## config.mk

```make
export PLATFORM = sky130hd
export DESIGN_NAME = fetch_frontend
export DESIGN_NICKNAME = d
export VERILOG_FILES = /design/src/verilog/isa_pkg.sv /design/src/verilog/frontend_pkg.sv /design/src/verilog/fetch_if.sv /design/src/verilog/fetch_frontend.sv /design/src/verilog/fetch_stage.sv /design/src/verilog/inst_buffer.sv /design/src/verilog/pc_gen.sv
export SDC_FILE = /design/constraint.sdc
export NUM_CORES = 1
export LEC_CHECK = 0
export BUFFER_PORTS_ARGS = -buffer_cell sky130_fd_sc_hd__buf_2
export CAP_MARGIN = 20
export CORE_UTILIZATION = 59
export CTS_CLUSTER_SIZE = 10
export DETAILED_ROUTE_END_ITERATION = 12
export MAX_ROUTING_LAYER = met4
export PLACE_DENSITY = 0.81
export SYNTH_ARGS = -nofsm -noshare
export SYNTH_HDL_FRONTEND = slang
export SYNTH_SLANG_ARGS = --single-unit
```

## constraint.sdc

```tcl
create_clock -name clk -period 6.75 [get_ports clk]
set_input_delay 0.3375 -clock clk [delete_from_list [all_inputs] [get_ports clk]]
set_output_delay 0.3375 -clock clk [all_outputs]
set_load 0.005 [all_outputs]
```

## src/verilog/isa_pkg.sv

```systemverilog
`default_nettype none

package isa_pkg;

    ////////////////////
    // word and line geometry
    localparam int XLEN       = 32;
    localparam int WORD_BYTES = 4;                      // pc step per instruction
    localparam int LINE_WORDS = 4;                      // words in one 16-byte line
    localparam int WORD_OFS_W = $clog2(WORD_BYTES);     // byte offset bits
    localparam int LINE_IDX_W = $clog2(LINE_WORDS);     // word index bits in a line

    typedef logic [XLEN-1:0] addr_t;
    typedef logic [XLEN-1:0] inst_t;

    // first fetch address out of reset
    localparam addr_t RESET_PC = 32'h1c00_0000;

endpackage

`default_nettype wire

```

## src/verilog/frontend_pkg.sv

```systemverilog
`default_nettype none

package frontend_pkg;

    import isa_pkg::*;

    ////////////////////
    // instruction buffer sizing
    localparam int IBUF_DEPTH       = 8;
    localparam int IBUF_PTR_W       = $clog2(IBUF_DEPTH);
    // full when fewer slots than this are free
    // covers the pair in flight plus the pair being requested
    localparam int IBUF_FULL_MARGIN = 4;

    // one queued instruction with its pc
    typedef struct packed {
        addr_t pc;
        inst_t ir;
    } inst_slot_t;

    // decoder take count, 0..2
    typedef logic [1:0] take_t;

endpackage

`default_nettype wire

```

## src/verilog/fetch_if.sv

```systemverilog
`timescale 1ns/10ps
`default_nettype none

// fetched word pair on its way into the instruction buffer
interface fetch_if import frontend_pkg::*; ();

    inst_slot_t slot_a;     // word at the fetch pc
    inst_slot_t slot_b;     // word at pc + 4
    logic [1:0] valid;      // bit 0 for slot a, one-cycle write strobes

    // fetch stage side
    modport stage (
        output slot_a,
        output slot_b,
        output valid
    );

    // buffer side
    modport buffer (
        input  slot_a,
        input  slot_b,
        input  valid
    );

endinterface

`default_nettype wire

```

## src/verilog/fetch_frontend.sv

```systemverilog
`timescale 1ns/10ps
`default_nettype none

module fetch_frontend import isa_pkg::*, frontend_pkg::*; (
    input  wire                 clk,
    input  wire                 i_arst_n,
    // instruction memory
    output logic                o_imem_req,
    output addr_t               o_imem_addr,
    input  wire                 i_imem_ready,
    input  wire [2*XLEN-1:0]    i_imem_rdata,
    // branch redirect
    input  wire                 i_br_valid,
    input  wire addr_t          i_br_target,
    // decoder
    output addr_t               o_pc1,
    output inst_t               o_ir1,
    output addr_t               o_pc2,
    output inst_t               o_ir2,
    output logic [1:0]          o_valid,
    input  wire take_t          i_dec_take,
    // status
    output logic                o_full
);

    logic       imem_accept;
    logic       fetch_pair;
    inst_slot_t head_a;
    inst_slot_t head_b;

    fetch_if fetch_bus ();

    assign imem_accept = o_imem_req & i_imem_ready;

    pc_gen pc_gen_inst (
        .clk          (clk),
        .i_arst_n     (i_arst_n),
        .i_br_valid   (i_br_valid),
        .i_br_target  (i_br_target),
        .i_imem_ready (i_imem_ready),
        .i_full       (o_full),
        .o_imem_req   (o_imem_req),
        .o_pc         (o_imem_addr),
        .o_pair       (fetch_pair)
    );

    // branch pulse doubles as flush for the stage and the buffer
    fetch_stage fetch_stage_inst (
        .clk          (clk),
        .i_arst_n     (i_arst_n),
        .i_accept     (imem_accept),
        .i_pc         (o_imem_addr),
        .i_pair       (fetch_pair),
        .i_flush      (i_br_valid),
        .i_imem_rdata (i_imem_rdata),
        .o_fetch      (fetch_bus.stage)
    );

    inst_buffer inst_buffer_inst (
        .clk      (clk),
        .i_arst_n (i_arst_n),
        .i_fetch  (fetch_bus.buffer),
        .i_flush  (i_br_valid),
        .i_take   (i_dec_take),
        .o_head_a (head_a),
        .o_head_b (head_b),
        .o_valid  (o_valid),
        .o_full   (o_full)
    );

    // head slots out to the decoder
    assign o_pc1 = head_a.pc;
    assign o_ir1 = head_a.ir;
    assign o_pc2 = head_b.pc;
    assign o_ir2 = head_b.ir;

endmodule

`default_nettype wire

```

## src/verilog/fetch_stage.sv

```systemverilog
`timescale 1ns/10ps
`default_nettype none

module fetch_stage import isa_pkg::*, frontend_pkg::*; (
    input  wire                 clk,
    input  wire                 i_arst_n,
    input  wire                 i_accept,       // request taken by imem this edge
    input  wire addr_t          i_pc,
    input  wire                 i_pair,
    input  wire                 i_flush,
    input  wire [2*XLEN-1:0]    i_imem_rdata,   // lower word at the request pc
    fetch_if.stage              o_fetch
);

    addr_t pc_q;
    logic  pair_q;
    logic  valid_q;
    inst_t ir_lo;
    inst_t ir_hi;

    ////////////////////
    // request tracking

    // one pair in flight at most, killed by a redirect
    always_ff @(posedge clk or negedge i_arst_n) begin
        if (!i_arst_n) begin
            valid_q <= 1'b0;
        end else begin
            valid_q <= i_accept & ~i_flush;
        end
    end

    always_ff @(posedge clk) begin
        if (i_accept) begin
            pc_q   <= i_pc;
            pair_q <= i_pair;
        end
    end

    ////////////////////
    // join words with their pcs

    // rdata arrives in the cycle after accept
    assign ir_lo = i_imem_rdata[XLEN-1:0];
    assign ir_hi = i_imem_rdata[2*XLEN-1:XLEN];

    assign o_fetch.slot_a = '{pc: pc_q, ir: ir_lo};
    assign o_fetch.slot_b = '{pc: pc_q + addr_t'(WORD_BYTES), ir: ir_hi};

    // slot b only when the line had room for two
    assign o_fetch.valid = {valid_q & pair_q, valid_q};

endmodule

`default_nettype wire

```

## src/verilog/inst_buffer.sv

```systemverilog
`timescale 1ns/10ps
`default_nettype none

module inst_buffer import frontend_pkg::*; (
    input  wire         clk,
    input  wire         i_arst_n,
    fetch_if.buffer     i_fetch,
    input  wire         i_flush,        // drop everything queued
    input  wire take_t  i_take,         // instructions consumed this edge
    output inst_slot_t  o_head_a,       // oldest
    output inst_slot_t  o_head_b,
    output logic [1:0]  o_valid,
    output logic        o_full
);

    inst_slot_t              mem [IBUF_DEPTH];
    logic [IBUF_PTR_W-1:0]   head_q;
    logic [IBUF_PTR_W-1:0]   tail_q;
    logic [IBUF_PTR_W:0]     count_q;    // 0..IBUF_DEPTH
    logic [IBUF_PTR_W-1:0]   head_nx;    // second head slot
    logic [IBUF_PTR_W-1:0]   tail_nx;    // second write slot
    logic [1:0]              n_wr;
    logic [IBUF_PTR_W:0]     free_cnt;

    ////////////////////
    // write side

    // slot b is only ever valid together with slot a
    assign n_wr    = {1'b0, i_fetch.valid[0]} + {1'b0, i_fetch.valid[1]};
    assign tail_nx = tail_q + 1'b1;

    always_ff @(posedge clk) begin
        if (i_fetch.valid[0]) begin
            mem[tail_q] <= i_fetch.slot_a;
        end
        if (i_fetch.valid[1]) begin
            mem[tail_nx] <= i_fetch.slot_b;
        end
    end

    ////////////////////
    // pointers and count

    always_ff @(posedge clk or negedge i_arst_n) begin
        if (!i_arst_n) begin
            head_q  <= '0;
            tail_q  <= '0;
            count_q <= '0;
        end else if (i_flush) begin
            // redirect, anything written this edge is stale too
            head_q  <= '0;
            tail_q  <= '0;
            count_q <= '0;
        end else begin
            head_q  <= head_q + IBUF_PTR_W'(i_take);
            tail_q  <= tail_q + IBUF_PTR_W'(n_wr);
            count_q <= count_q + (IBUF_PTR_W + 1)'(n_wr) - (IBUF_PTR_W + 1)'(i_take);
        end
    end

    ////////////////////
    // read side

    assign head_nx  = head_q + 1'b1;   // wraps with the pointer width

    assign o_head_a = mem[head_q];
    assign o_head_b = mem[head_nx];

    // bit 1 implies bit 0 by construction
    assign o_valid[0] = count_q != '0;
    assign o_valid[1] = count_q > (IBUF_PTR_W + 1)'(1);

    // hold fetch early enough for two pairs still to land
    assign free_cnt = (IBUF_PTR_W + 1)'(IBUF_DEPTH) - count_q;
    assign o_full   = free_cnt < (IBUF_PTR_W + 1)'(IBUF_FULL_MARGIN);

endmodule

`default_nettype wire

```

## src/verilog/pc_gen.sv

```systemverilog
`timescale 1ns/10ps
`default_nettype none

module pc_gen import isa_pkg::*; (
    input  wire         clk,
    input  wire         i_arst_n,
    input  wire         i_br_valid,     // branch resolved, one-cycle pulse
    input  wire addr_t  i_br_target,
    input  wire         i_imem_ready,
    input  wire         i_full,         // instruction buffer cannot take more
    output logic        o_imem_req,
    output addr_t       o_pc,
    output logic        o_pair          // two words in this fetch
);

    addr_t pc_q;
    addr_t pc_step;
    logic  run_q;
    logic  last_word;
    logic  accept;

    ////////////////////
    // next-pc rule

    // last word of the line only gets one instruction
    assign last_word = pc_q[WORD_OFS_W +: LINE_IDX_W] == LINE_IDX_W'(LINE_WORDS - 1);
    assign pc_step   = last_word ? addr_t'(WORD_BYTES) : addr_t'(2 * WORD_BYTES);

    assign o_imem_req = run_q & ~i_full;
    assign accept     = o_imem_req & i_imem_ready;

    // fetch starts one edge out of reset
    always_ff @(posedge clk or negedge i_arst_n) begin
        if (!i_arst_n) begin
            run_q <= 1'b0;
        end else begin
            run_q <= 1'b1;
        end
    end

    // redirect wins over the sequential step
    always_ff @(posedge clk or negedge i_arst_n) begin
        if (!i_arst_n) begin
            pc_q <= RESET_PC;
        end else if (i_br_valid) begin
            pc_q <= i_br_target;
        end else if (accept) begin
            pc_q <= pc_q + pc_step;
        end
        // no accept -> hold, addr stays put while stalled
    end

    assign o_pc   = pc_q;
    assign o_pair = ~last_word;

endmodule

`default_nettype wire
```

# ---- After elaboration in Yosys (flattened, before gate mapping)
# Memory sizes are Yosys's and may differ from the RTL's.
# Index checks and enable logic that the tools add are counted.
dict set report word_totals {
  regBits 77
  mem_count 1
  ram_bits 512
}
# memory words word_bits rd rd_ports_with_merged_regs write_ports line
set memory_table {}
lappend memory_table {inst_buffer_inst.mem 8 64 2 0 2 inst_buffer.sv:16} ;# inst_slot_t mem [IBUF_DEPTH];
dict set report op_classes {
  eq_ne 1
  bitwise 7
  muxes 10
  order_cmp 2
  addsub 10
  n_reduce_logical 2
}
# cell count
set ops {}
lappend ops {{32-bit two-way mux} 2}
lappend ops {{32-bit by 3-bit adder with 32-bit output (second input constant)} 1}
lappend ops {{32-bit adder} 1}
lappend ops {{4-bit two-way mux} 2}
lappend ops {{3-bit by 1-bit adder with 3-bit output (second input constant)} 2}
lappend ops {{3-bit by 2-bit adder with 3-bit output} 2}
lappend ops {{3-bit two-way mux} 2}
lappend ops {{4-bit by 2-bit adder with 4-bit output} 1}
lappend ops {{1-bit AND} 4}
lappend ops {{4-bit by 1-bit greater-than comparator with 1-bit output (second input constant)} 1}
lappend ops {{4-bit by 3-bit < comparator with 1-bit output (second input constant)} 1}
lappend ops {{1-bit two-way mux} 4}
lappend ops {{4-bit nonzero test} 1}
lappend ops {{4-bit by 2-bit subtractor with 4-bit output} 1}
lappend ops {{4-bit subtractor (first input constant)} 1}
lappend ops {{1-bit NOT} 3}
lappend ops {{1-bit by 1-bit adder with 2-bit output} 1}
lappend ops {{2-bit equality test (second input constant)} 1}
lappend ops {{2-bit nonzero test} 1}

# ---- Longest topological paths before layout
# Gate-level depths: netlist of run 1.
dict set report depth {
  word_depth 7
  ltp_mapped 9
}

# ---- Hierarchy
# A second synthesis of run 1 with hierarchy kept.
dict set report hier_totals {
  cells_unflattened 2020
  area_unflattened_um2 33925.0
}
# mod area_per_inst_um2 seq_area_each_um2 instances cells_each
set by_module_without_submodules {}
lappend by_module_without_submodules {inst_buffer 29887.4 15625.0 1 1625}
lappend by_module_without_submodules {fetch_stage 2125.8 1016.0 1 183}
lappend by_module_without_submodules {pc_gen 1905.6 829.5 1 211}
lappend by_module_without_submodules {fetch_frontend 6.3 0.0 1 1}

# ---- Least setup slack after synthesis of run 1
# No wires, ideal clock.
dict set report synth_timing {
  path_type {reg-to-reg}
  start {register inst_buffer_inst.tail_q[0]}
  end {memory inst_buffer_inst.mem[2][0] in the netlist's numbering, enable pin}
  setup_time_ps 580
  t_arrival_ps 5470
  path_buffers 1
  path_slack_ps 700
  t_required_ps 6170
  path_stages_with_launch 3
  path_cell_list {dfrtp_1 buf_2 o31ai_1}
}
# item line
set synth_lines {}
lappend synth_lines {{start: declaration} inst_buffer.sv:18} ;# logic [IBUF_PTR_W-1:0] tail_q;
lappend synth_lines {{start signal: assignment} inst_buffer.sv:56} ;# tail_q <= tail_q + IBUF_PTR_W'(n_wr);
lappend synth_lines {{end: declaration} inst_buffer.sv:16}

# ---- Worst setup path in the final report of run 1
dict set report layout_timing {
  start {register inst_buffer_inst.head_q[1]}
  end {output o_pc1[3]}
}
dict set report layout_between {
  elab_chain_cells 1
}
# item line
set layout_lines {}
lappend layout_lines {{start: declaration} inst_buffer.sv:17} ;# logic [IBUF_PTR_W-1:0] head_q;
lappend layout_lines {{start signal: assignment} inst_buffer.sv:55} ;# head_q <= head_q + IBUF_PTR_W'(i_take);
lappend layout_lines {{memory read 8 x 64 bit} -}
lappend layout_lines {{end: declaration} fetch_frontend.sv:16} ;# output addr_t o_pc1,
# Every way passes these cells.

==> metrics.md, run 1 <==
| Metric | Value |
|---|---|
| Hold EP | inst_buffer_inst.mem[7][14] |
| Clock Tree Buf Depth | 3 |
| Achievable Freq | 222 MHz |
| Drt first pass iters | 8 |
| Root Driver | clkbuf_16 |
| Final hold violations | 0 |
| Setup Skew | 0.0162 ns |
| Final Non-Filler Cells | 3,723 |
| HP Class | in2reg |
| Nets | 3,053 |
| DRT antenna net count | 0 |
| PwrDens | 260 mW/mm² |
| Switching portion of total power | 26.9% |
| Launching point of the worst reg2reg path | inst_buffer_inst.tail_q[0] |
| Final wirelength | 93.1 mm |
| Placed Cells | 3,582 |
| Boundary Pins | 266 |
| Primary FF master, synth | edfxtp_1 |
| Largest net degree at the start of global routing | 165 |
| Sequential cell area fraction in the yosys report | 51.5% |
| Starting Density | 59.9% |
| Ys Warns | 0 |
| Unrepaired setup endpoints after global routing | false |
| WP data arrival | 4.17 ns |
| Fillers | 3,845 |
| Tmin final | 4.51 ns |
| Worst-path fanout max | 42 |
| Cell Area, Placed | 0.0355 mm² |
| First-pass GRT wire length | 141 mm |
| Chip height | 242 µm |
| Max rail drop VDD | 0.000172 V |
| Vias | 24,000 |
| CP Launch Type | flop |
| IO buf count | 265 |
| Initial antenna violation count | 7 |
| Iter 0 DRT Violations | 3,255 |
| Synth Instances | 2,790 |
| Commonest cells post-synth | nand2_1 (974), edfxtp_1 (545), mux4_2 (256), xnor2_1 (178), mux2_2 (132) |
| Relative slew margins | 21.5% |
| Sequential power share | 44.6% |
| GP Congestion | 0.850 |
| Clock network power share | 34.4% |
| Worst Min Path Start | i_imem_rdata[46] |
| Hold depth | 3 |
| FF+latch count, synth | 589 |
| Count leader, synth | nand2_1 |
| Drt wl/cell | 25.0 µm |
| CP endpoint kind | primary output |
| Largest cells by area after synthesis | edfxtp_1 (48%), mux4_2 (17%), nand2_1 (11%), xnor2_1 (4.6%), mux2_2 (4.4%) |
| Combinational power share | 21.0% |
| P_leak | 13.7 nW |
| Syn_area_per_cell | 12.2 µm² |
| Yosys cell types | 57 |
| GRT Total Usage | 32.9% |
| # DRC | 0 |
| Final Instance Area | 0.0378 mm² |
| Crit share post-route | 66.8% |
| Fin. max-slew vios | 0 |
| Post_cts resized | 0 |
| Status | finished, final reports clean |
| CTS tree | yes |
| Post-DP HPWL | 55.6 mm |
| Critical Path RT | 6.41 ns |
| Chip Width | 242 µm |
| Number of synthesized flops with an enable pin | 545 |
| Worst-Skew Late Latency | 0.60 ns |
| Top-area cell type share of the netlist area | 48.2% |
| Syn Nets | 2,908 |
| Yosys top cell by area | edfxtp_1 |
| Switch Pwr | 2.64 mW |
| Setup_tns | 0 ns |
| R2R setup slack | 2.31 ns |
| Hold slack | 0.118 ns |
| Sink Count | 589 |
| Setup violators final | 0 |
| Total gr overflow | 0 |
| Crit Path Category | reg2out |
| Clk slew on worst S/H paths | 0.05 ns |
| Row count | 87 |
| Max_cap viols | 0 |
| Cell count of the worst reg-to-reg path | 5 |
| CTS H-tree depth | 3 |
| Ys async rst share | 7.47% |
| Power Internal | 7.18 mW |
| Inserted Clock Buffers | 71 |
| Area grow syn2layout | 11.5% |
| Vias/cell | 6.45 |
| Number of global-route vias before repair | 24,400 |
| Worst-Margin Slew | 1.18 ns |
| Crit Reg-Reg Endpoint | inst_buffer_inst.mem[5][4] |
| Cell Area, Synth | 0.0339 mm² |
| Share of cells above drive strength 1 | 27.7% |
| Total core area | 0.0566 mm² |
| Die area | 0.0585 mm² |
-- routing by layer --
| metal | part of all wire, % | GRT usage (%) |
|---|---|---|
| met1 | 35 | 41.8 |
| met2 | 49 | 51.3 |
| met3 | 13 | 6.15 |
| met4 | 4.2 | 15.9 |
| met5 | 0 | - |
-- cells in the final DEF (no fill, tap or decap), drive strengths merged, types with 7 or more instances in the layout --
cell | Yosys | routed
dlygate4sd3 | 0 | 33
nand2 | 977 | 977
o21ai | 35 | 35
dfrtp | 41 | 41
xnor2 | 179 | 179
clkbuf | 117 | 92
nor2 | 88 | 88
nor3 | 33 | 33
buf | 148 | 304
clkinv | 0 | 7
edfxtp | 545 | 545
nand3 | 45 | 45
ha | 12 | 12
mux4 | 256 | 256
and4 | 7 | 7
and3 | 9 | 9
nand4 | 12 | 12
inv | 16 | 15
nor4 | 8 | 8
xor2 | 88 | 88
mux2 | 132 | 132
-- flip-flops by register name (all words and copies together) (netlist names) --
register,flops
fetch_stage_inst.pair_q,1
fetch_stage_inst.pc_q,32
fetch_stage_inst.valid_q,1
inst_buffer_inst.count_q,4
inst_buffer_inst.head_q,3
inst_buffer_inst.mem,512
inst_buffer_inst.tail_q,3
pc_gen_inst.o_pc,32
pc_gen_inst.run_q,1
-- cell type report --
type / instances / area, µm² / area share [%]
flip-flops and latches: 589 / 17500 / 46.2
multi-input cells: 1920 / 15300 / 40.5
repair buffers: 337 / 2050 / 5.41
clock buffers: 92 / 1900 / 5.02
well taps: 756 / 946 / 2.50
inverters: 16 / 60.1 / 0.159
clock inverters: 7 / 55.1 / 0.146
diodes: 6 / 15.0 / 0.0397
-- worst max-delay path by stage --
stage                                           from  cells past startpoint  slack, ns                          end
after global placement    inst_buffer_inst.tail_q[0]                      5       2.49  inst_buffer_inst.mem[4][61]
after detailed placement  inst_buffer_inst.tail_q[0]                      5       2.38   inst_buffer_inst.mem[5][3]
after CTS                 inst_buffer_inst.head_q[1]                      5       2.14                     o_pc1[3]
final                     inst_buffer_inst.head_q[1]                      5       2.24                     o_pc1[3]
after global routing      inst_buffer_inst.head_q[1]                      5       1.97                     o_pc1[4]
after floorplan           inst_buffer_inst.tail_q[0]                      2       0.70   inst_buffer_inst.mem[2][0]
-- worst max-delay path: stages (launching register included) --
cell and delay (ns):
dfrtp_4 0.76, buf_4 0.79, buf_4 0.86, mux4_2 0.61
mux2_2 0.34, buf_2 0.15
-- what timing repair did --
action	CTS	global route
buffers inserted	0	0
endpoints found under the hold margin	73	0
hold buffers	33	0
-- power by group through the flow --
| stage | logic, mW | clock network, mW | registers [mW] |
|---|---|---|---|
| 3_3_place_gp | 1.98 | 0 | 4.43 |
| 5_1_grt | 2.19 | 3.54 | 4.39 |
| 3_5_place_dp | 2.02 | 0 | 4.44 |
| 6_report | 2.06 | 3.38 | 4.38 |
| 4_1_cts | 2.05 | 3.39 | 4.37 |
| 2_1_floorplan | 1.47 | 0 | 4.30 |
-- through the flow --
stage	total power, mW	util (%)	setup slack, ns
after floorplan	5.77	-	0.700
after global placement	6.41	62.6	2.49
after detailed placement	6.47	62.6	2.38
after CTS	9.82	66.7	2.14
after global routing	10.1	66.8	1.97
final	9.82	66.8	2.24
-- kinds of logic after synthesis --
kind of cell / count (synthesis) / share of synthesized area [%]
buf+inv: 281 / 3.86
simple gates: 1204 / 14.8
fa+ha+maj: 16 / 0.679
mux: 389 / 21.4
xor+xnor: 267 / 7.00
other cells: 1 / 0.0111
flops: 589 / 51.5
compound gates: 43 / 0.704
Note: power is estimated with default switching activity, not from simulation.
==> run 2: changes to the inputs <==
==> constraint.sdc (replaced) <==
create_clock -name clk -period 4.27 [get_ports clk]
set_input_delay 0.2135 -clock clk [delete_from_list [all_inputs] [get_ports clk]]
set_output_delay 0.2135 -clock clk [all_outputs]
set_load 0.005 [all_outputs]
==> run 2 against run 1 <==
Against the previous run: sequential cell count is the same; non-clock buffer count grew 84; clock power grew 55%; count of clock-buffer cells in the layout grew 2; register-to-register slack lost 1.4 ns; combinational power grew 63%; wire length grew 3.6%; sequential share of layout area shrank 0.98 points; setup slack lost 1.7 ns; highest routed layer unchanged.
==> metrics.md, run 2 (synthesis gave the netlist of run 1 again) <==
| Metric | Value |
|---|---|
| Critical Path RT | 4.06 ns (was 6.41 ns) |
| Row count | 87 (unchanged) |
| Routed wl met2 | 45.5 mm (was 45.3 mm) |
| DRT antenna net count | 0 (unchanged) |
| Chip height | 242 µm (unchanged) |
| Final Instance Area | 0.0386 mm² (was 0.0378 mm²) |
| Fin. max-slew vios | 0 (unchanged) |
| Status | finished, final reports clean (unchanged) |
| Setup bufs post-CTS | 0 (unchanged) |
| Power Internal | 11.3 mW (was 7.18 mW) |
| Sequential power share | 44.5% (was 44.6%) |
| PwrDens | 401 mW/mm² (was 260 mW/mm²) |
| Post_cts resized | 0 (unchanged) |
| Chip Width | 242 µm (unchanged) |
| Root Driver | clkbuf_16 (unchanged) |
| Number of flip-flops under the largest register name | 512 (unchanged) |
| Iter 0 DRT Violations | 3,138 (was 3,255) |
| Die area | 0.0585 mm² (unchanged) |
| Max rail drop VDD | 0.000332 V (was 0.000172 V) |
| M1 WL | 33.3 mm (was 32.2 mm) |
| Hold slack | 0.0120 ns (was 0.118 ns) |
| Total core area | 0.0566 mm² (unchanged) |
| Number of global-route vias before repair | 24,900 (was 24,400) |
| Max_cap viols | 0 (unchanged) |
| Tmin final | 3.68 ns |
| Clk slew on worst S/H paths | 0.06 ns (was 0.05 ns) |
| Cell Area, Placed | 0.0356 mm² (was 0.0355 mm²) |
| Final wirelength | 96.4 mm (was 93.1 mm) |
| Share of cells above drive strength 1 | 27.1% (was 27.7%) |
| Starting Density | 59.9% (unchanged) |
| CP endpoint kind | primary output (unchanged) |
| Clock Tree Buf Depth | 3 (unchanged) |
| Largest net degree at the start of global routing | 124 (was 165) |
| Final core area utilization | 68.3% (was 66.8%) |
| Final hold violations | 0 (unchanged) |
| Setup_tns | 0 ns (unchanged) |
| R2R setup slack | 0.92 ns (was 2.31 ns) |
| Crit Path Category | reg2out (unchanged) |
| Total gr overflow | 0 (unchanged) |
| Boundary Pins | 266 (unchanged) |
| Fillers | 3,753 (was 3,845) |
| Achievable Freq | 272 MHz |
| Setup violators final | 0 (unchanged) |
| Crit share post-route | 86.1% |
| Nets | 3,135 (was 3,053) |
| HP Class | in2async (was in2reg) |
| DR top layer | met4 (unchanged) |
| CTS tree | yes (unchanged) |
| Sink Count | 589 (unchanged) |
| Clock network power share | 33.8% (was 34.4%) |
| Total Power | 15.5 mW (was 9.82 mW) |
| Setup Skew | 0.0238 ns (was 0.0162 ns) |
| Post-DP HPWL | 55.5 mm (was 55.6 mm) |
| WP data arrival | 3.46 ns (was 4.17 ns) |
| Drt first pass iters | 8 (unchanged) |
| GP Congestion | 0.873 (was 0.850) |
| IO buf count | 265 (unchanged) |
| Relative slew margins | 27.0% (was 21.5%) |
| CP Launch Type | flop (unchanged) |
| Switching portion of total power | 27.2% (was 26.9%) |
| Inserted Clock Buffers | 69 (was 71) |
| Most flops, register | inst_buffer_inst.mem (unchanged) |
| Worst-Skew Late Latency | 0.61 ns (was 0.60 ns) |
| Combinational power share | 21.7% (was 21.0%) |
| Initial antenna violation count | 7 (unchanged) |
| Vias/cell | 6.44 (was 6.45) |
| Vias | 24,500 (was 24,000) |
| # DRC | 0 (unchanged) |
| Drt wl/cell | 25.3 µm (was 25.0 µm) |
| First-pass GRT wire length | 147 mm (was 141 mm) |
| Worst-Margin Slew | 1.09 ns (was 1.18 ns) |
| WL met3 | 13.1 mm (was 11.7 mm) |
| CTS H-tree depth | 3 (unchanged) |
| P_leak | 14.0 nW (was 13.7 nW) |
| CTS Hold Bufs | 110 (was 33) |
| Worst-path fanout max | 43 (was 42) |
| Switch Pwr | 4.21 mW (was 2.64 mW) |
| Cell count of the worst reg-to-reg path | 8 (was 5) |
| Unrepaired setup endpoints after global routing | false (unchanged) |
| GRT Total Usage | 34.2% (was 32.9%) |
| Area grow syn2layout | 13.9% (was 11.5%) |
| Most common cell after layout, fill and taps aside | nand2_1 (unchanged) |
| Most frequent cells in the layout | nand2_1 (972), edfxtp_1 (545), buf_2 (265) (unchanged) |
[run 2: cell count changes in the layout (fill, tap and decap cells not counted), sizes merged]
cell	change
dlygate4sd3	+77
buf	+7
clkbuf	+2
inv	+1
clkinv	-5
bufinv	-1
[run 2: final cells by class]
class | instances | area [µm²] | share of cell area, %
inverters | 16 | 60.1 | 0.155
well taps | 756 | 946 | 2.45
clock buffers | 94 | 1860 | 4.82
clock inverters | 2 | 12.5 | 0.0324
flip-flops and latches | 589 | 17500 | 45.2
diodes | 6 | 15.0 | 0.0389
multi-input cells | 1920 | 15300 | 39.6
repair buffers | 421 | 2950 | 7.63
[run 2: power groups by stage]
stage | Combinational (mW) | Sequential, mW | Clock (mW)
final | 3.36 | 6.89 | 5.23
after global routing | 3.57 | 6.91 | 5.44
after CTS | 3.33 | 6.87 | 5.23
after detailed placement | 3.23 | 6.99 | 0
after global placement | 3.15 | 6.97 | 0
after floorplan | 2.32 | 6.80 | 0
[run 2: per-layer routing]
| metal | GRT usage (%) | vias up |
|---|---|---|
| li1 | - | 10300 |
| met1 | 43.6 | 11800 |
| met2 | 52.4 | 2019 |
| met3 | 7.31 | 374 |
| met4 | 16.5 | 0 |
| met5 | - | - |
[run 2: metrics by stage]
stage          worst slack (ns)  std cells
2_1_floorplan             -1.78       2790
3_3_place_gp               1.33       3590
3_5_place_dp               1.21       3590
4_1_cts                   0.641       3796
5_1_grt                   0.563       3804
6_report                  0.593       3804
[run 2: worst max-delay path, stage by stage, from the launching register on]
cell	delay (ns)
dfrtp_4	0.67
ha_4	0.62
buf_4	0.64
mux4_2	0.41
mux2_2	0.33
buf_2	0.14
[run 2: path summary, 6_finish.rpt]
path,from,endpoint
worst max-delay path,inst_buffer_inst.head_q[0],o_ir2[17]
worst min-delay path,i_arst_n,pc_gen_inst.o_pc[0]
worst max register to register,inst_buffer_inst.tail_q[0],inst_buffer_inst.mem[4][2]
worst min register to register,pc_gen_inst.o_pc[0],fetch_stage_inst.pc_q[0]
max in group asynchronous,i_arst_n,pc_gen_inst.o_pc[28]
min in group clk,i_imem_ready,fetch_stage_inst.valid_q
